===== src/core_cfg.svh =====
`ifndef CORE_CFG_SVH
`define CORE_CFG_SVH

//////////////////////////////
// Datapath widths
//////////////////////////////

// Register and ALU word
`define CORE_DATA_W   32
// Instruction word and opcode field
`define CORE_INSTR_W  16
`define CORE_OP_W     6

// Instruction memory depth is 2**CORE_IMEM_AW
`define CORE_IMEM_AW  8
// 32 architectural registers
`define CORE_RF_AW    5

//////////////////////////////
// Network addressing
//////////////////////////////

`define CORE_NET_ID_W 10
`define CORE_NET_ID   10'd1

// First fetch address out of reset
`define CORE_RESET_PC 8'd0

`endif


===== src/result_stage.sv =====
`timescale 1ns/100ps
`include "core_cfg.svh"

module result_stage (
    input  logic                     clk,
    input  logic                     n_reset,
    input  logic                     x_valid_i,
    input  logic                     x_we_i,
    input  logic [`CORE_RF_AW-1:0]   x_waddr_i,
    input  logic [`CORE_DATA_W-1:0]  x_wdata_i,
    input  logic                     x_done_i,
    input  logic                     net_rf_we_i,
    input  logic [`CORE_RF_AW-1:0]   net_rf_waddr_i,
    input  logic [`CORE_DATA_W-1:0]  net_rf_wdata_i,
    output logic                     rf_we_o,
    output logic [`CORE_RF_AW-1:0]   rf_waddr_o,
    output logic [`CORE_DATA_W-1:0]  rf_wdata_o,
    output logic                     done_o
);

    // Set once DONE commits, blocks the shadow behind it
    logic stopped_r;
    logic pipe_we;
    logic net_we;

    // Fetch stops when running falls, so the shadow after DONE is one
    // unbroken run of valid slots, and the first bubble ends it
    always_ff @(posedge clk)
    begin
        if (!n_reset)
            stopped_r <= 1'b0;
        else if (done_o)
            stopped_r <= 1'b1;
        else if (!x_valid_i)
            stopped_r <= 1'b0;
    end

    assign done_o = x_valid_i && x_done_i && !stopped_r;

    // r0 writes are dropped at the port
    assign pipe_we = x_valid_i && x_we_i && !stopped_r && (x_waddr_i != '0);
    assign net_we  = net_rf_we_i && (net_rf_waddr_i != '0);

    // Network writes only arrive while IDLE, no overlap with the pipeline
    assign rf_we_o    = net_we || pipe_we;
    assign rf_waddr_o = net_rf_we_i ? net_rf_waddr_i : x_waddr_i;
    assign rf_wdata_o = net_rf_we_i ? net_rf_wdata_i : x_wdata_i;

endmodule


===== config.mk =====
export PLATFORM = sky130hd
export DESIGN_NAME = result_stage
export DESIGN_NICKNAME = d
export VERILOG_FILES = /design/src/result_stage.sv
export VERILOG_INCLUDE_DIRS = /design/src /design/src/src
export SDC_FILE = /design/constraint.sdc
export NUM_CORES = 1
export LEC_CHECK = 0
export ABC_AREA = 1
export BUFFER_PORTS_ARGS = -buffer_cell sky130_fd_sc_hd__buf_2
export CAP_MARGIN = 15
export CELL_PAD_IN_SITES_DETAIL_PLACEMENT = 1
export CELL_PAD_IN_SITES_GLOBAL_PLACEMENT = 1
export CORE_UTILIZATION = 14
export CTS_CLUSTER_DIAMETER = 80
export DETAILED_ROUTE_END_ITERATION = 6
export PLACE_DENSITY = 0.92
export SYNTH_ARGS = -nofsm -noshare
export SYNTH_HDL_FRONTEND = slang
export SYNTH_SLANG_ARGS = --single-unit

===== constraint.sdc =====
create_clock -name clk -period 2.1 [get_ports clk]
set_clock_uncertainty 0.2 [all_clocks]
set_input_delay 0.105 -clock clk [delete_from_list [all_inputs] [get_ports clk]]
set_output_delay 0.105 -clock clk [all_outputs]
set_load 0.01 [all_outputs]

==> key figures <==
Run status
  • Result of the run: finished, final reports clean

Floorplanning
  • Die width: 64.42 um
  • Core ar.: 3689 um2
  • Std cell rows: 22
  • Die Area: 4150 um2
  • Die Ht: 64.42 um
  • I/O Pins: 119
  • Initial Util: 0.1479

Power and ir drop
  • Total Power Consumption: 0.2665 mW
  • Worst vdd ir: 65.05 uV
  • Cell Pwr Density: 227.6 nW/um2
  • Pleak: 0.6769 nW

Layout
  • NumNets Final: 257
  • Share of layout cells above drive strength 1: 0.8800
  • Biggest regs: stopped_r: 1 flops
  • Area Overhead vs Synth: 114.7%
  • Most flops, register: stopped_r
  • Max FFs per register: 1
  • Fin area: 1171 um2
  • # diodes: 0
  • Fin cells: 223
  • Fill count: 473

Clock network
  • # resized after CTS: 0
  • Clk Latency, worst-skew pair: 0 ns
  • Post-CTS setup buffers: 0
  • Hold-fix buffers, CTS: 0
  • Clock slew at reported path FFs: 0 ns

Placement
  • Dpl cells: 223
  • Placer Congestion: 0.7094
  • Placed instance area: 1171 um2
  • PortBufs: 118
  • Final HPWL DP: 2174 um
  • Setup Slack @ Placement: 0.5891 ns

Drt
  • Iteration-0 DRC Markers: 5
  • Wire per inst: 10.84 um
  • First drt pass iteration count: 2
  • Antenna-violating nets left: 0
  • Mean number of vias per cell: 4.139
  • DR vias: 923
  • Drt drc: 0
  • Routed WL: 2417 um

Setup path
  • R2R Path End: stopped_r
  • Crit Path Category: input port to primary output
  • Worst-path fanout max: 23
  • CP startpoint kind: input port
  • Setup slack, reg-to-reg: 1.26 ns
  • Crit path capture: rf_wdata_o[6]
  • Worst endpoint data arrival time: 1.18 ns
  • Req. time, crit path: 1.79 ns
  • Worst r2r path cells: 1
  • Worst R2R Start: stopped_r
  • CP endpoint kind: primary output
  • Worst setup path start: net_rf_we_i

Synth
  • Post-Syn Area: 545.5 um2
  • Ys Warns: 0
  • Syn Area/Cell: 9.092 um2
  • Mapped Nets: 140
  • Cell count after synthesis: 60
  • Register bit total from synthesis: 1
  • Post-synthesis sequential area ratio: 0.03670
  • Synth unique cells: 10

Job
  • Max-cap violations: 0

STA
  • Max transition margin: 0.7205
  • Worst-Margin Slew: 0.4192 ns
  • Post-route setup slack: 0.6194 ns
  • Post-route clock period utilization: 0.7051
  • Final Hold Viols: 0
  • RSZ-0062 raised after global routing: no
  • TNS Setup: 0 ns
  • # setup viols final: 0
  • Slew Viols, Final: 0
  • F_max: 0.6754 GHz
  • Final Critical Period: 1.481 ns

GRT
  • Largest net degree at the start of global routing: 24
  • First-pass GRT wire length: 3774 um
  • Vias in the first global route: 918
  • Initial antenna violation count: 0
  • Total Routing Usage GR: 0.1084
  • Overflow after GRT: 0

Worst hold path
  • HP Class: input port to flop
-- per-stage QoR --
stage	hold WS, ns	utilization
after CTS	0.1467	0.3175
after floorplan	0.03841	-
final	0.1448	0.3175
after global placement	0.1371	0.3175
after global routing	0.1504	0.3175
after detailed placement	0.1462	0.3175
-- power breakdown --
part | switching (mW) | leakage, nW | internal (mW)
clock | 0 | 0 | 0
combinational | 0.101 | 0.669 | 0.144
sequential | 0.000706 | 0.00823 | 0.0203
total | 0.102 | 0.677 | 0.164
-- cells in the final DEF (no fill, tap or decap) --
master | Yosys | layout
a21oi_1 | 1 | 1
buf_12 | 0 | 1
buf_2 | 0 | 118
dfxtp_1 | 1 | 1
inv_1 | 2 | 2
mux2_2 | 35 | 35
nand2_1 | 6 | 6
nand3_1 | 2 | 2
nor2_1 | 7 | 7
o211a_1 | 1 | 1
o21ai_0 | 1 | 1
-- cell families (layout without fill, tap and decap cells) --
family	Yosys count	after routing	synth area share
buffers and inverters	6	121	0.09633
DFF	1	1	0.03670
muxes	35	35	0.7225
AOI/OAI and AO/OA	3	3	0.03668
and+or+nand+nor	15	15	0.1078
-- worst min-delay path by stage --
stage / startpoint / endpoint / slack, ns / cells after the start
final: n_reset / stopped_r / 0.14 / 2
after global routing: n_reset / stopped_r / 0.15 / 2
after CTS: n_reset / stopped_r / 0.15 / 2
after detailed placement: n_reset / stopped_r / 0.15 / 2
after global placement: n_reset / stopped_r / 0.14 / 2
after floorplan: n_reset / stopped_r / 0.04 / 1
-- critical path: stages --
cell and delay, ns:
buf_2 0.35, buf_12 0.23, mux2_2 0.34, buf_2 0.14
-- final cells by class --
class	instances	area, um2	area share
Timing Repair Buffer	119	610.6	0.5214
Multi-Input combinational cell	53	473.0	0.4038
Tap cell	48	60.06	0.05128
Sequential cell	1	20.02	0.01709
Inverter	2	7.507	0.006410
-- synth_stat cells --
master | count | area (um2)
nand3_1 | 2 | 10.01
nor2_1 | 7 | 26.28
o211a_1 | 1 | 10.01
dfxtp_1 | 1 | 20.02
mux2_2 | 35 | 394.1
nand2_1 | 6 | 22.52
a21oi_1 | 1 | 5.000
buf_6 | 4 | 45.04
o21ai_0 | 1 | 5.000
inv_1 | 2 | 7.510
-- routing by layer --
| layer | vias up | track usage | part of all wire |
|---|---|---|---|
| met3 | 0 | 0.01761 | 0.11 |
| met2 | 63 | 0.2500 | 0.57 |
| li1 | 446 | - | - |
| met5 | - | 0 | 0 |
| met4 | 0 | 0 | 0 |
| met1 | 414 | 0.09884 | 0.32 |
(Power assumes the default switching activity.)
