File: src/core_cfg.svh
`ifndef CORE_CFG_SVH
`define CORE_CFG_SVH

//////////////////////////////
// Datapath widths
//////////////////////////////

// Register and ALU word
`define CORE_DATA_W   32
// Instruction word and opcode field
`define CORE_INSTR_W  16
`define CORE_OP_W     6

// Instruction memory depth is 2**CORE_IMEM_AW
`define CORE_IMEM_AW  8
// 32 architectural registers
`define CORE_RF_AW    5

//////////////////////////////
// Network addressing
//////////////////////////////

`define CORE_NET_ID_W 10
`define CORE_NET_ID   10'd1

// First fetch address out of reset
`define CORE_RESET_PC 8'd0

`endif

File: src/core_pkg.sv
`include "core_cfg.svh"

package core_pkg;

    // Opcode field, top bits of every instruction
    typedef enum logic [`CORE_OP_W-1:0] {
        OP_NOP   = 6'h00,
        OP_ADD   = 6'h01,
        OP_SUB   = 6'h02,
        OP_AND   = 6'h03,
        OP_OR    = 6'h04,
        OP_MOV   = 6'h05,
        OP_ADDI  = 6'h06,
        OP_BEQZ  = 6'h07,
        OP_BNEQZ = 6'h08,
        OP_JALR  = 6'h09,
        OP_DONE  = 6'h0A
    } opcode_e;

    // Packet command carried on the network port
    typedef enum logic [1:0] {
        NET_PC    = 2'd0,
        NET_INSTR = 2'd1,
        NET_REG   = 2'd2,
        NET_NONE  = 2'd3
    } net_op_e;

    // Core run state
    typedef enum logic {
        IDLE = 1'b0,
        RUN  = 1'b1
    } state_e;

    // Register form: rd op= rs
    typedef struct packed {
        opcode_e                 opcode;
        logic [`CORE_RF_AW-1:0]  rd;
        logic [`CORE_RF_AW-1:0]  rs;
    } instr_reg_s;

    // Immediate form, low field is a signed offset or constant
    typedef struct packed {
        opcode_e                       opcode;
        logic [`CORE_RF_AW-1:0]        rd;
        logic signed [`CORE_RF_AW-1:0] imm;
    } instr_imm_s;

    // One 16-bit word, two views of the low field
    typedef union packed {
        instr_reg_s r;
        instr_imm_s i;
    } instr_u;

endpackage

File: src/net_ctrl.sv
`timescale 1ns/100ps
`include "core_cfg.svh"

module net_ctrl (
    input  logic                       clk,
    input  logic                       n_reset,
    input  logic                       pkt_valid_i,
    input  logic [`CORE_NET_ID_W-1:0]  pkt_id_i,
    input  core_pkg::net_op_e          pkt_op_i,
    input  logic [`CORE_IMEM_AW-1:0]   pkt_addr_i,
    input  logic [`CORE_DATA_W-1:0]    pkt_data_i,
    input  logic                       done_i,
    output logic                       imem_we_o,
    output logic [`CORE_IMEM_AW-1:0]   imem_waddr_o,
    output core_pkg::instr_u           imem_wdata_o,
    output logic                       net_rf_we_o,
    output logic [`CORE_RF_AW-1:0]     net_rf_waddr_o,
    output logic [`CORE_DATA_W-1:0]    net_rf_wdata_o,
    output logic                       start_o,
    output logic [`CORE_IMEM_AW-1:0]   start_pc_o,
    output logic                       running_o,
    output logic                       exception_o
);

    core_pkg::state_e state_r;
    logic             pkt_hit;
    logic             idle;
    logic             pc_cmd;

    // Packet counts only when valid and addressed to this core
    assign pkt_hit = pkt_valid_i && (pkt_id_i == `CORE_NET_ID);
    assign idle    = (state_r == core_pkg::IDLE);
    assign pc_cmd  = pkt_hit && (pkt_op_i == core_pkg::NET_PC);

    // Loads are accepted only while IDLE, dropped while running
    assign imem_we_o    = pkt_hit && idle && (pkt_op_i == core_pkg::NET_INSTR);
    assign imem_waddr_o = pkt_addr_i;
    assign imem_wdata_o = pkt_data_i[`CORE_INSTR_W-1:0];

    // Register address must fit the register file, upper address bits zero
    assign net_rf_we_o    = pkt_hit && idle && (pkt_op_i == core_pkg::NET_REG)
                            && (pkt_addr_i[`CORE_IMEM_AW-1:`CORE_RF_AW] == '0);
    assign net_rf_waddr_o = pkt_addr_i[`CORE_RF_AW-1:0];
    assign net_rf_wdata_o = pkt_data_i;

    // PC write while IDLE starts the program at the packet address
    assign start_o    = pc_cmd && idle;
    assign start_pc_o = pkt_addr_i;

    assign running_o = (state_r == core_pkg::RUN);

    //////////////////////////////
    // Run state and exception
    //////////////////////////////
    always_ff @(posedge clk)
    begin
        if (!n_reset)
        begin
            state_r     <= core_pkg::IDLE;
            exception_o <= 1'b0;
        end
        else
        begin
            if (start_o)
                state_r <= core_pkg::RUN;
            // DONE committed, back to IDLE
            else if (done_i && running_o)
                state_r <= core_pkg::IDLE;
            // Sticky until reset
            if (pc_cmd && running_o)
                exception_o <= 1'b1;
        end
    end

endmodule

File: config.mk
export PLATFORM = sky130hd
export DESIGN_NAME = net_ctrl
export DESIGN_NICKNAME = d
export VERILOG_FILES = /design/src/core_pkg.sv /design/src/net_ctrl.sv
export VERILOG_INCLUDE_DIRS = /design/src /design/src/src
export SDC_FILE = /design/constraint.sdc
export NUM_CORES = 1
export LEC_CHECK = 0
export ABC_AREA = 1
export BUFFER_PORTS_ARGS = -buffer_cell sky130_fd_sc_hd__buf_4
export CAP_MARGIN = 40
export CELL_PAD_IN_SITES_DETAIL_PLACEMENT = 1
export CELL_PAD_IN_SITES_GLOBAL_PLACEMENT = 1
export CORE_MARGIN = 2
export CORE_UTILIZATION = 15
export CTS_BUF_LIST = sky130_fd_sc_hd__clkbuf_2 sky130_fd_sc_hd__clkbuf_4 sky130_fd_sc_hd__clkbuf_8
export DETAILED_ROUTE_END_ITERATION = 8
export GPL_TIMING_DRIVEN = 0
export PLACE_DENSITY_LB_ADDON = 0.12
export SLEW_MARGIN = 40
export SYNTH_ARGS = -nofsm -noshare
export SYNTH_HDL_FRONTEND = slang
export SYNTH_SLANG_ARGS = --single-unit
File: constraint.sdc
create_clock -name clk -period 0.91 [get_ports clk]
set_input_delay 0.0455 -clock clk [delete_from_list [all_inputs] [get_ports clk]]
set_output_delay 0.0455 -clock clk [all_outputs]
set_load 0.03 [all_outputs]
==> flow_metrics.tcl <==
set metrics [dict create \
    ys_warn_count 0 \
    switching_share_pct 39.2 \
    dr.pass1.iters 2 \
    grt_use_total_pct 8.23 \
    synth_commonest_cells "69 x buf_4, 11 x nor2_1, 9 x inv_1" \
    grt_pass1_wl_mm 3.51 \
    syn_avg_cell_area_um2 6.67 \
    power_switching_w 0.000550 \
    vias 912 \
    fmax_ghz 0.886 \
    ys_async_sr_fraction_pct 0 \
    area_growth_pct 123 \
    die_h_um 73.0 \
    synth_edf_count 0 \
    p_comb_share_pct 64.5 \
    skew_ns 0.00796 \
    drc 0 \
    path_class "reg2out" \
    p_int_w 0.000852 \
    layout-drive-gt1-share_pct 85.0 \
    fp.coreArea_um2 4660 \
    synth-seq-area-share_pct 5.61 \
    cts-root-buf "clkbuf_8" \
    antenna_cells 0 \
    routedWlPerCell_um 9.72 \
    antenna_found_initial 0 \
    fp.dieW_um 73.0 \
    p_leak_nw 0.918 \
    nets 263 \
    synth_most_common_cell "buf_4" \
    pre_cts_ws_ns -0.259 \
    gr-total-overflow 0 \
    holdPathStages 3 \
    worst_slew_pin_slew_ns 0.178 \
    arrival_ns 1.08 \
    seq_power_share_pct 6.1 \
    cts_buffers 3 \
    synth_cell_type_count 11 \
    critPathCaptureType "output pin" \
    initial_core_util_pct 15.3 \
    insertion_delay_ns 0.22 \
    fp.dieArea_um2 5320 \
    drtAntennaViolNets 0 \
    ys_ff_latch 2 \
    synth_top_area_share_pct 72.6 \
    crit_required_ns 0.86 \
    synth_fp_nets 163 \
    relSlewSlack_pct 88.1 \
    gp_congestion 0.632 \
    status "finished with violations" \
    cp_max_fo 3 \
    grt_max_degree 5 \
    row_count 25 \
    setup_ws_ns -0.219 \
    powerDensity_nw_per_um2 880 \
    io_buffers 92 \
    maxCapViolCount 0 \
    htree_levels 1 \
    clockBufferDepth 2 \
    tritoncts "done" \
    ir_drop_v 0.000578 \
    path_clk_slew_ns 0.03 \
    rr_worst_depth 4 \
    boundaryPins 130 \
    hold_class "in2reg" \
    dp_hpwl_mm 2.32 \
    cts_num_sinks 2 \
    critPathLaunchType "register" \
    finalCritPeriodShare_pct 124 \
    syn_area_um2 713 \
    cts_hold_buf 0 \
    setup_viol 3 \
    hold_viol_final 0 \
    yosys-top-cells-area "buf_4 73%, nor2_1 5.8%, dfxtp_1 5.6%" \
    synth_area_leader_cell "buf_4" \
    clockPowerShare_pct 29.4 \
    drtIter0Drc 7 \
    vias_per_cell 3.51 \
    p_total_w 0.00140 \
    synth_cells 107 \
    wl_mm 2.53 \
    period_minus_slack_ns 1.13 \
    maxSlewViolCount 0 \
    violations "setup timing" \
    grt_pass1_vias 843 \
    rsz0062_at_grt "true" \
    ys.flop_type "dfxtp_1" \
]
## layout make-up
type	instances	area [um2]
Timing Repair Buffer	95	728
Buffer	69	518
Fill cell	602	3070
Clock buffer	4	48.8
Sequential cell	2	43.8
Multi-Input combinational cell	27	153
Inverter	9	33.8
Tap cell	54	67.6
## layout by cell type, fill, tap and decap left out, types with 2 or more instances in the layout
cell      Yosys  routed
buf_4        69     160
nor2_1       11      10
buf_6         0       4
inv_1         9       8
nand4_1       2       2
nor3_4        0       2
clkbuf_8      0       3
nand2_1       5       5
nand3_1       2       2
## metal layers
metal / track usage (%) / wire length, um
met3: 1.93 / 328
met5: 0 / 0
met1: 8.74 / 820
met2: 15.3 / 1350
met4: 3.70 / 29
## power by group through the flow
stage          Sequential (W)  Combinational, W  Clock, W
6_report            0.0000854          0.000904  0.000413
5_1_grt             0.0000854          0.000952  0.000425
4_1_cts             0.0000854          0.000914  0.000424
3_5_place_dp        0.0000865          0.000912         0
3_3_place_gp        0.0000865          0.000901         0
2_1_floorplan       0.0000865          0.000590         0
## cell families after synthesis
kind of cell | Yosys count | share of synthesized area (%)
compound gates | 2 | 1.40
flops | 2 | 5.61
simple gates | 25 | 15.6
buf+inv | 78 | 77.4
## path summary, 6_finish.rpt
path | start | endpoint | slack, ns
worst min register to register | exception_o$_SDFFE_PN0P_ | exception_o$_SDFFE_PN0P_ | 0.45
worst max register to register | running_o$_SDFFE_PN0P_ | running_o$_SDFFE_PN0P_ | 0.04
worst max-delay path | running_o$_SDFFE_PN0P_ | start_o | -0.22
worst min-delay path | n_reset | running_o$_SDFFE_PN0P_ | 0.07
## registers in the layout, summed over array words and instances, names as in the netlist
signal / count
exception_o: 1
running_o: 1
## worst max-delay path: stages, from the launching register on
cell      delay (ns)
dfxtp_4         0.33
inv_2           0.05
nand3b_1        0.08
buf_6           0.14
nor3_4          0.11
buf_6           0.15
## stage by stage
stage | utilization, % | std cells | TNS, ns | hold WS (ns) | instance area (um2)
finish | 34.2 | 260 | -0.609 | 0.0698 | 1590
global route | 34.2 | 260 | -0.736 | 0.0885 | 1590
global placement | 32.2 | 253 | -0.554 | 0.297 | 1500
detailed placement | 32.2 | 253 | -0.676 | 0.301 | 1500
floorplan | - | 107 | -0.301 | 0.132 | 742
CTS | 34.1 | 260 | -0.635 | 0.0784 | 1590
## timing repair
item,in CTS,in global routing
endpoints found under the setup margin,3,4
pin swaps,2,0
resized for setup,5,1
setup buffers,3,0
Note: power is estimated with default switching activity, not from simulation.
