===== config.mk =====
export PLATFORM = sky130hd
export DESIGN_NAME = fetch_unit
export DESIGN_NICKNAME = d
export VERILOG_FILES = /design/src/core_pkg.sv /design/src/fetch_unit.sv
export VERILOG_INCLUDE_DIRS = /design/src /design/src/src
export SDC_FILE = /design/constraint.sdc
export NUM_CORES = 2
export LEC_CHECK = 0
export BUFFER_PORTS_ARGS = -buffer_cell sky130_fd_sc_hd__buf_2
export CAP_MARGIN = 5
export CORE_ASPECT_RATIO = 1.75
export CORE_MARGIN = 1
export CORE_UTILIZATION = 55
export CTS_BUF_LIST = sky130_fd_sc_hd__clkbuf_4
export DETAILED_ROUTE_END_ITERATION = 6
export PLACE_DENSITY = 0.67
export SETUP_SLACK_MARGIN = 0.02
export SYNTH_ARGS = -nofsm -noshare
export SYNTH_HDL_FRONTEND = slang
export SYNTH_SLANG_ARGS = --single-unit

===== constraint.sdc =====
create_clock -name clk -period 4.7 [get_ports clk]
set_input_delay 0.94 -clock clk [delete_from_list [all_inputs] [get_ports clk]]
set_output_delay 0.94 -clock clk [all_outputs]
set_load 0.03 [all_outputs]

===== src/core_cfg.svh =====
`ifndef CORE_CFG_SVH
`define CORE_CFG_SVH

//////////////////////////////
// Datapath widths
//////////////////////////////

// Register and ALU word
`define CORE_DATA_W   32
// Instruction word and opcode field
`define CORE_INSTR_W  16
`define CORE_OP_W     6

// Instruction memory depth is 2**CORE_IMEM_AW
`define CORE_IMEM_AW  8
// 32 architectural registers
`define CORE_RF_AW    5

//////////////////////////////
// Network addressing
//////////////////////////////

`define CORE_NET_ID_W 10
`define CORE_NET_ID   10'd1

// First fetch address out of reset
`define CORE_RESET_PC 8'd0

`endif


===== src/core_pkg.sv =====
`include "core_cfg.svh"

package core_pkg;

    // Opcode field, top bits of every instruction
    typedef enum logic [`CORE_OP_W-1:0] {
        OP_NOP   = 6'h00,
        OP_ADD   = 6'h01,
        OP_SUB   = 6'h02,
        OP_AND   = 6'h03,
        OP_OR    = 6'h04,
        OP_MOV   = 6'h05,
        OP_ADDI  = 6'h06,
        OP_BEQZ  = 6'h07,
        OP_BNEQZ = 6'h08,
        OP_JALR  = 6'h09,
        OP_DONE  = 6'h0A
    } opcode_e;

    // Packet command carried on the network port
    typedef enum logic [1:0] {
        NET_PC    = 2'd0,
        NET_INSTR = 2'd1,
        NET_REG   = 2'd2,
        NET_NONE  = 2'd3
    } net_op_e;

    // Core run state
    typedef enum logic {
        IDLE = 1'b0,
        RUN  = 1'b1
    } state_e;

    // Register form: rd op= rs
    typedef struct packed {
        opcode_e                 opcode;
        logic [`CORE_RF_AW-1:0]  rd;
        logic [`CORE_RF_AW-1:0]  rs;
    } instr_reg_s;

    // Immediate form, low field is a signed offset or constant
    typedef struct packed {
        opcode_e                       opcode;
        logic [`CORE_RF_AW-1:0]        rd;
        logic signed [`CORE_RF_AW-1:0] imm;
    } instr_imm_s;

    // One 16-bit word, two views of the low field
    typedef union packed {
        instr_reg_s r;
        instr_imm_s i;
    } instr_u;

endpackage


===== src/fetch_unit.sv =====
`timescale 1ns/100ps
`include "core_cfg.svh"

module fetch_unit (
    input  logic                      clk,
    input  logic                      n_reset,
    input  logic                      running_i,
    input  logic                      start_i,
    input  logic [`CORE_IMEM_AW-1:0]  start_pc_i,
    input  logic                      redirect_i,
    input  logic [`CORE_IMEM_AW-1:0]  redirect_pc_i,
    input  logic                      imem_we_i,
    input  logic [`CORE_IMEM_AW-1:0]  imem_waddr_i,
    input  core_pkg::instr_u          imem_wdata_i,
    output logic                      f_valid_o,
    output core_pkg::instr_u          f_instr_o,
    output logic [`CORE_IMEM_AW-1:0]  f_pc_o
);

    logic [`CORE_IMEM_AW-1:0] pc_r;
    logic [`CORE_IMEM_AW-1:0] pc_n;

    // Instruction memory, written only by the network
    core_pkg::instr_u imem [2**`CORE_IMEM_AW];

    // Next PC priority is start, redirect, then sequential
    always_comb
    begin
        pc_n = pc_r;
        if (start_i)
            pc_n = start_pc_i;
        else if (redirect_i)
            pc_n = redirect_pc_i;
        // PC holds while IDLE
        else if (running_i)
            pc_n = pc_r + 1'b1;
    end

    always_ff @(posedge clk)
    begin
        if (!n_reset)
            pc_r <= `CORE_RESET_PC;
        else
            pc_r <= pc_n;
    end

    //////////////////////////////
    // Instruction memory
    //////////////////////////////

    // Synchronous read of the current PC, one cycle of latency
    always_ff @(posedge clk)
    begin
        if (imem_we_i)
            imem[imem_waddr_i] <= imem_wdata_i;
        f_instr_o <= imem[pc_r];
        f_pc_o    <= pc_r;
    end

    // Word read during a redirect is on the wrong path
    always_ff @(posedge clk)
    begin
        if (!n_reset)
            f_valid_o <= 1'b0;
        else
            f_valid_o <= running_i && !redirect_i && !start_i;
    end

endmodule


==> out/qor_table.md <==
| Stage | Metric | Reported |
| --- | --- | --- |
| status | Result of the run | finished with violations |
| status | Violated checks | design-rule violations |
| setup path | Series of cell instances along the critical path | buf_12, buf_4, buf_4, mux4_2, o21ai_0, a22oi_1, a211oi_1, buf_4, o32ai_1 |
| setup path | Path length in cells of the critical path | 9 |
| setup path | Reg2reg path depth | 9 |
| power | Leakage Power | 56.5 nW |
| placed design | RePlAce Congestion | 0.926 |
| clocking | # clock sinks | 4129 |
| global routing | Congestion Overflow GR | 0 |
| final layout | Number of nets at the end of the flow | 8452 |
| timing | Pins over their slew limit | 0 |
| yosys | Cell area after synthesis | 0.159 mm2 |
| yosys | Number of enable-type register cells in the synthesized netlist | 4096 |
| setup path | Required arrival time at the worst endpoint | 5.97 ns |
| timing | Final critical-path required period | 4.69 ns |
| floorplanning | Standard-cell row count | 260 |
| routing | Total Routed Length | 479 mm |
| yosys | Mean instance size in the synthesized netlist | 21.9 um2 |
| setup path | Worst Setup End Kind | flip-flop |
| hold path | Hold path depth | 5 |
| setup path | Slowest stage cell on the critical path | sky130_fd_sc_hd__a211oi_1 |
| timing | Tightest Pin Transition | 1.40 ns |
| routing | DR vias/cell | 6.65 |
| setup path | WP data arrival | 5.96 ns |
| global routing | Global-route wire length before repair | 661 mm |
| yosys | Post-synthesis sequential element count | 4129 |
| timing | Period utilisation layout | 99.8% |
| routing | Detailed Route Iter0 Violations | 12221 |
| timing | Final setup fails | 0 |
| yosys | Synth Instances | 7247 |
| floorplanning | Die W | 408 um |
| timing | Final hold slack | 0.147 ns |
| placed design | DPL Wire Length | 300 mm |
| yosys | Yosys top cell area share | 77.6% |
| placed design | Port-buffer cells | 70 |
| final layout | Fraction of final layout cells with drive strength greater than 1 | 33.6% |
| routing | Total number of vias | 85601 |
| yosys | Share of synthesized flip-flops with an asynchronous set or reset | 0% |
| yosys | Number of warnings reported in the yosys synthesis log | 0 |
| setup path | Category of the most critical setup path | reg2reg |
| clocking | Reg clk slew, reported paths | 0.08 ns |
| timing | Relative slew slack | 5.67% |
| final layout | Design Area, Final | 0.178 mm2 |
| clocking | Clk root buf | sky130_fd_sc_hd__clkbuf_4 |
| yosys | Cell type contributing the most total cell area after synthesis | sky130_fd_sc_hd__edfxtp_1 |
| setup path | Critical path's largest stage delay | 1.13 ns |
| clocking | Clock tree from TritonCTS | built |
| global routing | Total routing resource utilization after global routing | 33.0% |
| timing | RSZ-0062 raised after global routing | no |
| timing | Final setup skew | 0.180 ns |
| yosys | Number of unique standard cell types used by synthesis | 75 |
| clocking | Post-CTS setup repair buffer count | 0 |
| setup path | CP bufs+invs | 4 |
| timing | Number of failing hold endpoints at the final stage | 0 |
| routing | Number of nets still failing antenna checks after routing | 0 |
| setup path | Most common cell type on the critical path | sky130_fd_sc_hd__buf_4 |
| floorplanning | Initial core utilization | 55.3% |
| global routing | Pin count of the biggest net entering global routing | 149 |
| routing | Per-cell routed wire length | 37.2 um |
| yosys | Largest cells by area after synthesis | sky130_fd_sc_hd__edfxtp_1, sky130_fd_sc_hd__mux4_2, sky130_fd_sc_hd__mux2i_1, sky130_fd_sc_hd__a22oi_1, sky130_fd_sc_hd__nor2_1 |
| placed design | Cell area reported after detailed placement | 0.167 mm2 |
| hold path | Path type of the worst min-delay path | in2reg |
| clocking | Num CTS Buffers | 860 |
| final layout | Area added between synthesis and finish | 12.6% |
| global routing | Initial antenna violation count | 29 |
| yosys | Most frequently used flop master after synthesis | sky130_fd_sc_hd__edfxtp_1 |
| yosys | Portion of the post-synthesis area used by sequential elements | 78.0% |
| floorplanning | Die H | 712 um |
| power | Power Dens Cells | 410 mW/mm2 |
| flow run | Maxcap violations | 0 |
| timing | Achievable clock frequency | 213 MHz |
| clocking | Max Root-Sink Buffers | 4 |
| clocking | Insertion delay to the later sink of the worst-skew pair | 1.46 ns |
| routing | First drt pass iteration count | 7 |
| setup path | Largest delay share family, worst path | compound AO/OA/AOI/OAI gates |
| routing | Residual DRC | 4 |
| yosys | Synth Net Count | 7294 |
| clocking | Number of H-tree branching levels | 6 |
| floorplanning | Placeable core region | 0.287 mm2 |
| power | VDD IR-drop max | 256 uV |
| floorplanning | Number of top-level pins | 71 |
| floorplanning | Die ar. | 0.290 mm2 |
| setup path | Startpoint types | flip-flop |
| setup path | Largest fanout on the critical path | 25 |
| global routing | Number of global-route vias before repair | 86255 |
[final cells by class]
cell class / instances / area, um2
Fill cell: 19715 / 108000
Timing Repair Buffer: 738 / 6520
Clock inverter: 251 / 1420
Antenna cell: 18 / 45.0
Sequential cell: 4129 / 124000
Multi-Input combinational cell: 2667 / 32600
Tap cell: 3799 / 4750
Clock buffer: 1259 / 9450
Inverter: 9 / 41.3
[path summary, 6_finish.rpt]
check	from	end	slack, ns
setup reg to reg	pc_r[1]$_SDFFE_PN0P_	f_instr_o[2]$_DFF_P_	0.01
hold reg to reg	pc_r[6]$_SDFFE_PN0P_	f_pc_o[6]$_DFF_P_	0.69
hold / removal	redirect_pc_i[2]	pc_r[2]$_SDFFE_PN0P_	0.15
setup / recovery	pc_r[1]$_SDFFE_PN0P_	f_instr_o[2]$_DFF_P_	0.01
[kinds of logic (layout without fill, tap and decap cells)]
group / after synthesis / count (layout) / share of synthesized area (%)
xor+xnor: 7 / 7 / 0.0387
buf+inv: 451 / 2257 / 1.67
compound gates: 784 / 784 / 3.51
flops: 4129 / 4129 / 78.0
fa+ha+maj: 1 / 1 / 0.00789
other cells: 0 / 18 / 0
simple gates: 586 / 586 / 1.63
mux: 1289 / 1289 / 15.1
[sequential cells by signal, summed over array words and instances (netlist names)]
register,count
f_pc_o,8
pc_r,8
imem,4096
f_instr_o,16
f_valid_o,1
[cell usage after synthesis, types with 33 or more instances]
cell type,n
sky130_fd_sc_hd__edfxtp_1,4096
sky130_fd_sc_hd__mux4_2,887
sky130_fd_sc_hd__mux2i_1,394
sky130_fd_sc_hd__nor2_1,291
sky130_fd_sc_hd__clkbuf_1,165
sky130_fd_sc_hd__a22oi_1,161
sky130_fd_sc_hd__a21oi_1,144
sky130_fd_sc_hd__buf_2,135
sky130_fd_sc_hd__nand2_1,128
sky130_fd_sc_hd__a221oi_1,78
sky130_fd_sc_hd__a211oi_1,69
sky130_fd_sc_hd__o21ai_0,67
sky130_fd_sc_hd__nand3_1,60
sky130_fd_sc_hd__o22ai_1,58
sky130_fd_sc_hd__buf_4,57
sky130_fd_sc_hd__buf_6,53
sky130_fd_sc_hd__o221ai_1,40
sky130_fd_sc_hd__a22o_1,36
sky130_fd_sc_hd__dfxtp_1,33
[per-layer routing]
metal / up-vias / track usage (%) / share of wire (%)
li1: 33668 / - / -
met4: 10 / 22.4 / 7.8
met1: 44530 / 40.1 / 32
met2: 6037 / 53.6 / 49
met5: - / 0 / 0.016
met3: 1356 / 6.80 / 11
[placed cells by master (no fill, tap or decap), types with 17 or more instances in the layout]
cell,instances
sky130_fd_sc_hd__diode_2,18
sky130_fd_sc_hd__o211ai_1,19
sky130_fd_sc_hd__a22oi_1,161
sky130_fd_sc_hd__a221oi_1,77
sky130_fd_sc_hd__o21ai_0,67
sky130_fd_sc_hd__a21oi_1,144
sky130_fd_sc_hd__a22o_1,36
sky130_fd_sc_hd__mux4_2,887
sky130_fd_sc_hd__buf_2,54
sky130_fd_sc_hd__o221ai_1,40
sky130_fd_sc_hd__o22ai_1,58
sky130_fd_sc_hd__nand2_1,128
sky130_fd_sc_hd__edfxtp_1,4096
sky130_fd_sc_hd__nor2_2,55
sky130_fd_sc_hd__clkbuf_4,1259
sky130_fd_sc_hd__buf_12,73
sky130_fd_sc_hd__a31oi_1,23
sky130_fd_sc_hd__nor2_1,234
sky130_fd_sc_hd__nand4_1,17
sky130_fd_sc_hd__dfxtp_1,26
sky130_fd_sc_hd__clkinv_2,31
sky130_fd_sc_hd__buf_4,563
sky130_fd_sc_hd__nand3_1,53
sky130_fd_sc_hd__a211oi_1,65
sky130_fd_sc_hd__clkinv_1,183
sky130_fd_sc_hd__mux2i_1,394
sky130_fd_sc_hd__dlygate4sd3_1,31
[report_power, final]
group | switching (mW) | internal (mW)
Combinational | 3.93 | 1.95
Sequential | 0.218 | 40.6
Clock | 13.4 | 13.1
[timing repair]
item / CTS / global route
endpoints found under the hold margin: 506 / 0
endpoints found under the setup margin: 1 / 1
hold buffers: 31 / 0
gates resized for setup: 1 / 1
[through the flow]
step	instances	power, mW	setup WS [ns]	setup TNS (ns)	util [%]
3_5_place_dp	11311	47.3	-0.179	-0.179	58.3
5_1_grt	12859	75.0	0.103	0	62.3
2_1_floorplan	7247	44.2	1.60	0	-
4_1_cts	12852	73.3	0.104	0	62.3
6_report	12870	73.1	0.0112	0	62.3
3_3_place_gp	11308	47.3	-0.121	-0.158	58.3
[tightest hold or removal path, delay by kind of cell]
family                 cells  cell delay (ns)
buffers and inverters      1             0.09
AND/OR/NAND/NOR            1             0.14
AO/OA/AOI/OAI              3             0.33
(Power assumes the default switching activity.)
