File: src/core_cfg.svh
`ifndef CORE_CFG_SVH
`define CORE_CFG_SVH

//////////////////////////////
// Datapath widths
//////////////////////////////

// Register and ALU word
`define CORE_DATA_W   32
// Instruction word and opcode field
`define CORE_INSTR_W  16
`define CORE_OP_W     6

// Instruction memory depth is 2**CORE_IMEM_AW
`define CORE_IMEM_AW  8
// 32 architectural registers
`define CORE_RF_AW    5

//////////////////////////////
// Network addressing
//////////////////////////////

`define CORE_NET_ID_W 10
`define CORE_NET_ID   10'd1

// First fetch address out of reset
`define CORE_RESET_PC 8'd0

`endif

File: src/core_pkg.sv
`include "core_cfg.svh"

package core_pkg;

    // Opcode field, top bits of every instruction
    typedef enum logic [`CORE_OP_W-1:0] {
        OP_NOP   = 6'h00,
        OP_ADD   = 6'h01,
        OP_SUB   = 6'h02,
        OP_AND   = 6'h03,
        OP_OR    = 6'h04,
        OP_MOV   = 6'h05,
        OP_ADDI  = 6'h06,
        OP_BEQZ  = 6'h07,
        OP_BNEQZ = 6'h08,
        OP_JALR  = 6'h09,
        OP_DONE  = 6'h0A
    } opcode_e;

    // Packet command carried on the network port
    typedef enum logic [1:0] {
        NET_PC    = 2'd0,
        NET_INSTR = 2'd1,
        NET_REG   = 2'd2,
        NET_NONE  = 2'd3
    } net_op_e;

    // Core run state
    typedef enum logic {
        IDLE = 1'b0,
        RUN  = 1'b1
    } state_e;

    // Register form: rd op= rs
    typedef struct packed {
        opcode_e                 opcode;
        logic [`CORE_RF_AW-1:0]  rd;
        logic [`CORE_RF_AW-1:0]  rs;
    } instr_reg_s;

    // Immediate form, low field is a signed offset or constant
    typedef struct packed {
        opcode_e                       opcode;
        logic [`CORE_RF_AW-1:0]        rd;
        logic signed [`CORE_RF_AW-1:0] imm;
    } instr_imm_s;

    // One 16-bit word, two views of the low field
    typedef union packed {
        instr_reg_s r;
        instr_imm_s i;
    } instr_u;

endpackage

File: src/execute_stage.sv
`timescale 1ns/100ps
`include "core_cfg.svh"

module execute_stage (
    input  logic                      clk,
    input  logic                      n_reset,
    input  logic                      d_valid_i,
    input  core_pkg::instr_u          d_instr_i,
    input  logic [`CORE_IMEM_AW-1:0]  d_pc_i,
    input  logic [`CORE_DATA_W-1:0]   d_rs_val_i,
    input  logic [`CORE_DATA_W-1:0]   d_rd_val_i,
    input  logic                      d_writes_rf_i,
    input  logic                      fwd_we_i,
    input  logic [`CORE_RF_AW-1:0]    fwd_addr_i,
    input  logic [`CORE_DATA_W-1:0]   fwd_data_i,
    output logic                      redirect_o,
    output logic [`CORE_IMEM_AW-1:0]  redirect_pc_o,
    output logic                      x_valid_o,
    output logic                      x_we_o,
    output logic [`CORE_RF_AW-1:0]    x_waddr_o,
    output logic [`CORE_DATA_W-1:0]   x_wdata_o,
    output logic                      x_done_o
);

    core_pkg::opcode_e               op;
    logic [`CORE_DATA_W-1:0]         rs_val;
    logic [`CORE_DATA_W-1:0]         rd_val;
    logic signed [`CORE_DATA_W-1:0]  imm_ext;
    logic [`CORE_IMEM_AW-1:0]        ret_pc;
    logic [`CORE_IMEM_AW-1:0]        br_target;
    logic [`CORE_DATA_W-1:0]         alu_res;
    logic                            taken;
    logic                            jump;

    assign op = d_instr_i.r.opcode;

    // Older instruction sitting in result, forward its write
    assign rs_val = (fwd_we_i && (fwd_addr_i != '0) && (fwd_addr_i == d_instr_i.r.rs))
                    ? fwd_data_i : d_rs_val_i;
    assign rd_val = (fwd_we_i && (fwd_addr_i != '0) && (fwd_addr_i == d_instr_i.r.rd))
                    ? fwd_data_i : d_rd_val_i;

    // Sign extension of the immediate view
    assign imm_ext   = d_instr_i.i.imm;
    assign br_target = d_pc_i + imm_ext[`CORE_IMEM_AW-1:0];
    assign ret_pc    = d_pc_i + 1'b1;

    //////////////////////////////
    // ALU and branch compare
    //////////////////////////////
    always_comb
    begin
        alu_res = rd_val;
        taken   = 1'b0;
        jump    = 1'b0;
        case (op)
            core_pkg::OP_ADD:   alu_res = rd_val + rs_val;
            core_pkg::OP_SUB:   alu_res = rd_val - rs_val;
            core_pkg::OP_AND:   alu_res = rd_val & rs_val;
            core_pkg::OP_OR:    alu_res = rd_val | rs_val;
            core_pkg::OP_MOV:   alu_res = rs_val;
            core_pkg::OP_ADDI:  alu_res = rd_val + imm_ext;
            // Link value is the return address
            core_pkg::OP_JALR:
            begin
                alu_res = {{(`CORE_DATA_W-`CORE_IMEM_AW){1'b0}}, ret_pc};
                jump    = 1'b1;
            end
            // Branches test rd against zero
            core_pkg::OP_BEQZ:  taken = (rd_val == '0);
            core_pkg::OP_BNEQZ: taken = (rd_val != '0);
            default:            alu_res = rd_val;
        endcase
    end

    // Resolved here, so two younger slots are on the wrong path
    assign redirect_o    = d_valid_i && (taken || jump);
    assign redirect_pc_o = jump ? rs_val[`CORE_IMEM_AW-1:0] : br_target;

    // Execute to result register
    always_ff @(posedge clk)
    begin
        if (!n_reset)
        begin
            x_valid_o <= 1'b0;
            x_we_o    <= 1'b0;
            x_done_o  <= 1'b0;
        end
        else
        begin
            x_valid_o <= d_valid_i;
            x_we_o    <= d_valid_i && d_writes_rf_i;
            x_done_o  <= d_valid_i && (op == core_pkg::OP_DONE);
        end
    end

    always_ff @(posedge clk)
    begin
        x_waddr_o <= d_instr_i.r.rd;
        x_wdata_o <= alu_res;
    end

endmodule

File: config.mk
export PLATFORM = sky130hd
export DESIGN_NAME = execute_stage
export DESIGN_NICKNAME = d
export VERILOG_FILES = /design/src/core_pkg.sv /design/src/execute_stage.sv
export VERILOG_INCLUDE_DIRS = /design/src /design/src/src
export SDC_FILE = /design/constraint.sdc
export NUM_CORES = 1
export LEC_CHECK = 0
export CAP_MARGIN = 20
export CORE_ASPECT_RATIO = 0.6
export CORE_MARGIN = 4
export CORE_UTILIZATION = 65
export DETAILED_ROUTE_END_ITERATION = 10
export DONT_BUFFER_PORTS = 1
export GPL_ROUTABILITY_DRIVEN = 0
export PLACE_DENSITY = 0.81
export SLEW_MARGIN = 40
export SYNTH_ARGS = -nofsm -noshare
export SYNTH_HDL_FRONTEND = slang
export SYNTH_SLANG_ARGS = --single-unit
File: constraint.sdc
create_clock -name clk -period 15.33 [get_ports clk]
set_clock_uncertainty 0.1 [all_clocks]
set_input_delay 3.066 -clock clk [delete_from_list [all_inputs] [get_ports clk]]
set_output_delay 3.066 -clock clk [all_outputs]
set_load 0.1 [all_outputs]
==> results.cfg, run 1 <==
[worst_setup_path]
critPathBufInv = 1
crit_path_top_delay_cell = mux2i_2
cp.arrival_ns = 6.87
cp_max_fo = 32
crit_chain = xnor2_1, nand3_1, nor4_4, buf_4, mux2i_2, nand4_1, nor4_1, nand2_1, or3_1, a21boi_4
cpPeakStageDelay_ns = 0.64
critPathKind = in -> out
worstPathRequired_ns = 12.16
end_kind = output pin
path_delay_family = simple AND/OR/NAND/NOR gates
worstSetupStartpointType = input port

[status]
outcome = completed

[place]
hpwl_mm = 16.3
dpl_cell_area_um2 = 6060
port_buffers = 0
placedCellCount = 854
post-place-ws_ns = 5.53

[sta]
tightest_slew_ns = 0.907
holdWs_ns = 2.69
setup_slack_ns = 5.30
post-route-period-util_pct = 65.4
rsz0062_at_grt = no
layout_min_cycle_time_ns = 10.03
final-setup-viol-count = 0
fin_tns_setup_ns = 0
relSlewSlack_pct = 38.7
slew_viol_final = 0
hold_viol = 0
clock.fmax_ghz = 0.0997

[final_layout]
diodes = 0
synthToLayoutAreaGrowth_pct = 5.37
fin_util_pct = 71.7
regArea_um2 = 851
multi_input_comb_area_um2 = 4840
fin_nets = 920
final_cells = 862
final_layout_size_suffix_gt1_share_pct = 13.3
fill_cells = 686
fin_area_um2 = 6210

[clocking]
cts_max_level = 2
cts_setup_buffers = 0
post_cts_resized = 0
cts_root_buf = clkbuf_16
clockBufferDepth = 2
clk_pin_slew_ns = 0.06
cts_inserted_buffers = 5
holdBufCountCts = 0
clkSinkCount = 40
cts_tree = yes

[floorplanning]
fp.dieW_um = 131
dieHeight_um = 81.7
rows = 26
core-area_um2 = 8650
die_area_um2 = 10700
start_util_pct = 68.1
io_pins = 179

[power_and_ir_drop]
p_total_mw = 0.497
power.density_nw_per_um2 = 80.0
p_leak_nw = 2.30
peakVddDrop_mv = 0.0680

[drt]
drtIter0Drc = 873
drt_pass1_iterations = 6
wl_mm = 21.4
wl_per_cell_um = 24.9
drc = 0
vias = 6633
via_per_inst = 7.69
ant_nets = 0

[grt]
globalRouteOverflowTotal = 0
grt_max_degree = 36
grt_use_total_pct = 39.0
grt_pass1_wl_mm = 32.9
first_global_vias = 6486
antenna_found_initial = 1

[min_path]
holdPathEnd = x_waddr_o[2]$_DFF_P_
hold_depth = 0
min_path_type = in -> reg
hp-start = d_instr_i[7]

[synthesis]
syn_inst = 772
synth_cell_type_count = 74
syn_nets = 943
ys_warn_count = 0
ys_seq_elements = 40
async_flop_share_pct = 0
ys_seq_area_share_pct = 13.6
avgSynthCellArea_um2 = 7.63
synth-edff-count = 0
ys.flop_type = dfxtp_1
synth_area_um2 = 5890

[flow_run]
maxCapViolCount = 0
## synthesized netlist by cell type (3+ instances only)
master | n | area share (%)
nor3_1 | 18 | 1.5
xnor2_1 | 28 | 4.2
buf_6 | 4 | 0.76
a21o_1 | 14 | 1.8
o31ai_1 | 5 | 0.64
ha_1 | 39 | 8.3
nand3_1 | 16 | 1.4
or3_1 | 10 | 1.1
o211ai_1 | 7 | 0.89
clkbuf_1 | 27 | 1.7
nand4b_1 | 3 | 0.45
nand2_1 | 58 | 3.7
dfxtp_1 | 40 | 14
nand4_1 | 11 | 1.2
o22ai_1 | 15 | 1.6
nor2b_1 | 4 | 0.42
buf_2 | 3 | 0.25
inv_1 | 43 | 2.7
xor2_1 | 26 | 3.9
mux2i_2 | 4 | 0.93
nor3b_1 | 5 | 0.64
and2_1 | 3 | 0.32
o21bai_1 | 4 | 0.51
nand2b_1 | 9 | 0.96
a21oi_1 | 29 | 2.5
nor4_1 | 7 | 0.74
mux2i_1 | 66 | 11
and3_1 | 10 | 1.1
a31oi_1 | 6 | 0.64
nor2_1 | 54 | 3.4
o21ai_0 | 67 | 5.7
or4_1 | 10 | 1.3
mux2_2 | 9 | 1.7
o21ai_1 | 11 | 0.93
o21a_1 | 7 | 0.89
a211oi_1 | 6 | 0.76
nand3b_1 | 3 | 0.38
o311a_1 | 3 | 0.51
o221ai_1 | 44 | 6.5
## where the power goes
group          internal (mW)  switching [mW]  total (mW)  leakage, nW
Sequential             0.115          0.0683       0.183        0.341
Clock                 0.0643          0.0473       0.112       0.0766
Combinational         0.0699           0.132       0.202         1.88
Total                  0.249           0.247       0.497         2.30
## routing by layer
metal,up-vias,track usage [%],share of wire [%]
met2,595,60.9,42
met4,2,14.9,4.0
met5,-,0,0.061
met1,3022,50.6,39
li1,2892,-,-
met3,122,11.9,15
## worst max-delay path by stage
stage                  startpoint               end  slack [ns]  depth (start not counted)
floorplan           fwd_addr_i[1]  redirect_pc_o[5]        5.40                          8
global placement     d_instr_i[7]        redirect_o        5.40                         10
detailed placement  fwd_addr_i[4]        redirect_o        5.53                         10
CTS                 fwd_addr_i[4]        redirect_o        5.50                         10
global route        fwd_addr_i[4]        redirect_o        5.24                         10
finish              fwd_addr_i[4]        redirect_o        5.30                         10
## layout make-up
type | instances | area share, %
Clock buffer | 6 | 2.24
Clock inverter | 2 | 0.161
Inverter | 44 | 2.66
Multi-Input combinational cell | 649 | 77.9
Sequential cell | 40 | 13.7
Tap cell | 112 | 2.26
Timing Repair Buffer | 9 | 1.09
## layout by cell type, fill, tap and decap left out, drive strengths merged, types with 4 or more instances in the layout
master  Yosys  routed
xnor2      28      28
o21a        7       7
nand3      16      16
or4        11      11
xor2       26      26
dfxtp      40      40
clkbuf     27       6
nor2b       4       4
a211oi      6       6
ha         39      39
and3       11      11
buf        12       9
nand2b      9       9
nand4      11      11
o221ai     44      44
a21oi      29      29
o21ai      80      80
nor2       54      54
inv        44      44
mux2        9       9
a21o       14      14
nor3b       5       5
o211ai      8       8
a31oi       6       6
o31ai       5       5
nor3       18      18
o21bai      4       4
nor4        8       8
mux2i      71      71
nand2      58      58
or3        10      10
nand4b      4       4
o22ai      15      15
## flip-flops by register name, summed over array words and instances (netlist names)
name       cells
x_waddr_o      5
x_wdata_o     32
x_valid_o      1
x_done_o       1
x_we_o         1
## cell families (layout without fill, tap and decap cells)
logic type | count (synthesis) | after routing | synth area share, %
adders and majority gates | 41 | 41 | 8.96
muxes | 80 | 80 | 14.2
AOI/OAI and AO/OA | 242 | 242 | 28.1
and+or+nand+nor | 232 | 232 | 20.7
DFF | 40 | 40 | 13.6
xor gates and xnor gates | 54 | 54 | 8.03
buffers and inverters | 83 | 61 | 6.46
(Power assumes the default switching activity.)
==> run 2: changes to the inputs <==
==> constraint.sdc (replaced) <==
create_clock -name clk -period 9.5 [get_ports clk]
set_clock_uncertainty 0.1 [all_clocks]
set_input_delay 1.9 -clock clk [delete_from_list [all_inputs] [get_ports clk]]
set_output_delay 1.9 -clock clk [all_outputs]
set_load 0.1 [all_outputs]
==> run 2 against run 1 <==
First-iteration DRC count grew 4.5%. Via count is 2.1% lower. Final area grew 0.24%. Critical endpoint unchanged. Die area unchanged. Non-clock buffer count unchanged. Global-route usage fell by 2.3 points.
==> results.cfg, run 2 (synthesis gave the netlist of run 1 again) <==
[worst_setup_path]
critPathLaunch = d_instr_i[7]
critPathCapture = redirect_o
critPathKind = in -> out
end_kind = output pin
worstPathRequired_ns = 7.50
cp.arrival_ns = 5.67
worstSetupStartpointType = input port
cp_max_fo = 32

[place]
dpl_cell_area_um2 = 6060
post-place-ws_ns = 2.00
port_buffers = 0
hpwl_mm = 15.5

[final_layout]
fill_cells = 688
top_regs = x_wdata_o (32), x_waddr_o (5)
fin_nets = 920
synthToLayoutAreaGrowth_pct = 5.63
fin_util_pct = 71.9
most-common-layout-cells = mux2i_1 (64), o21ai_0 (61), nand2_1 (57), nor2_1 (52), o221ai_1 (44)
largest_register = x_wdata_o
largest_register_ff_count = 32
final_common_cell = mux2i_1
final_layout_size_suffix_gt1_share_pct = 13.2
fin_area_um2 = 6220
diodes = 0

[clocking]
cts_max_level = 2
cts_root_buf = clkbuf_16
cts_setup_buffers = 0
clk_pin_slew_ns = 0.07
clockBufferDepth = 2
clkSinkCount = 40
cts_tree = yes
holdBufCountCts = 0
cts_inserted_buffers = 5
post_cts_resized = 0

[drt]
ant_nets = 0
wl_per_cell_um = 23.8
drt_pass1_iterations = 8
vias = 6496
via_per_inst = 7.54
drtIter0Drc = 912
drc = 0
wl_mm = 20.5

[power_and_ir_drop]
p_leak_nw = 2.30
peakVddDrop_mv = 0.113
power.density_nw_per_um2 = 131

[grt]
top_usage_layer = met2
globalRouteOverflowTotal = 0
antenna_found_initial = 2
first_global_vias = 6124
grt_use_total_pct = 36.6
grt_pass1_wl_mm = 31.1
grt_max_degree = 43
gr-usage-met1_pct = 48.4
grt_util_met3_pct = 14.6
grtUsageMet2_pct = 56.2

[sta]
fin_tns_setup_ns = 0
slew_viol_final = 0
tightest_slew_ns = 0.851
layout_min_cycle_time_ns = 7.67
relSlewSlack_pct = 42.5
rsz0062_at_grt = no
setup_slack_ns = 1.83
hold_viol = 0
final-setup-viol-count = 0
clock.fmax_ghz = 0.130
holdWs_ns = 1.53
post-route-period-util_pct = 80.7

[min_path]
min_path_type = in -> reg
hold_depth = 0

[flow_run]
maxCapViolCount = 0

[floorplanning]
start_util_pct = 68.1
io_pins = 179
die_area_um2 = 10700
rows = 26
core-area_um2 = 8650
dieHeight_um = 81.7
fp.dieW_um = 131

[status]
outcome = completed
## run 2: worst min path at each step
stage	startpoint	to
6_report	d_instr_i[6]	x_waddr_o[1]$_DFF_P_
3_3_place_gp	d_instr_i[7]	x_waddr_o[2]$_DFF_P_
2_1_floorplan	d_instr_i[5]	x_waddr_o[0]$_DFF_P_
3_5_place_dp	d_instr_i[9]	x_waddr_o[4]$_DFF_P_
5_1_grt	d_instr_i[9]	x_waddr_o[4]$_DFF_P_
4_1_cts	d_instr_i[9]	x_waddr_o[4]$_DFF_P_
## run 2: cell type report
cell class	instances	area, um^2	area share (%)
repair buffers	9	67.6	1.09
flip-flops and latches	40	851	13.7
well taps	112	140	2.25
clock inverters	2	35.0	0.563
clock buffers	6	129	2.07
multi-input cells	649	4840	77.7
inverters	44	165	2.65
## run 2: per-stage QoR
step / power, mW / instances
final: 0.815 / 862
after global routing: 0.848 / 862
after CTS: 0.803 / 862
after detailed placement: 0.607 / 854
after global placement: 0.590 / 854
after floorplan: 0.545 / 772
## run 2: worst max-delay path, stage by stage
cell and delay, ns:
xnor2_1 0.19, nand3_1 0.15, nor4_4 0.26, buf_4 0.56, mux2i_2 0.63, nand4_1 0.23
nor4_1 0.49, nand2_1 0.22, or3_1 0.40, a21boi_4 0.61
## run 2: routing by layer
layer	share of wire (%)	vias to the layer above
met4	2.4	4
met3	16	72
met1	40	2997
li1	-	2882
met5	0.17	-
met2	41	541
## run 2: report_power, final
group          switching [mW]  total, mW  internal [mW]
clock network          0.0762      0.200          0.124
logic                   0.207      0.319          0.112
registers               0.110      0.296          0.185
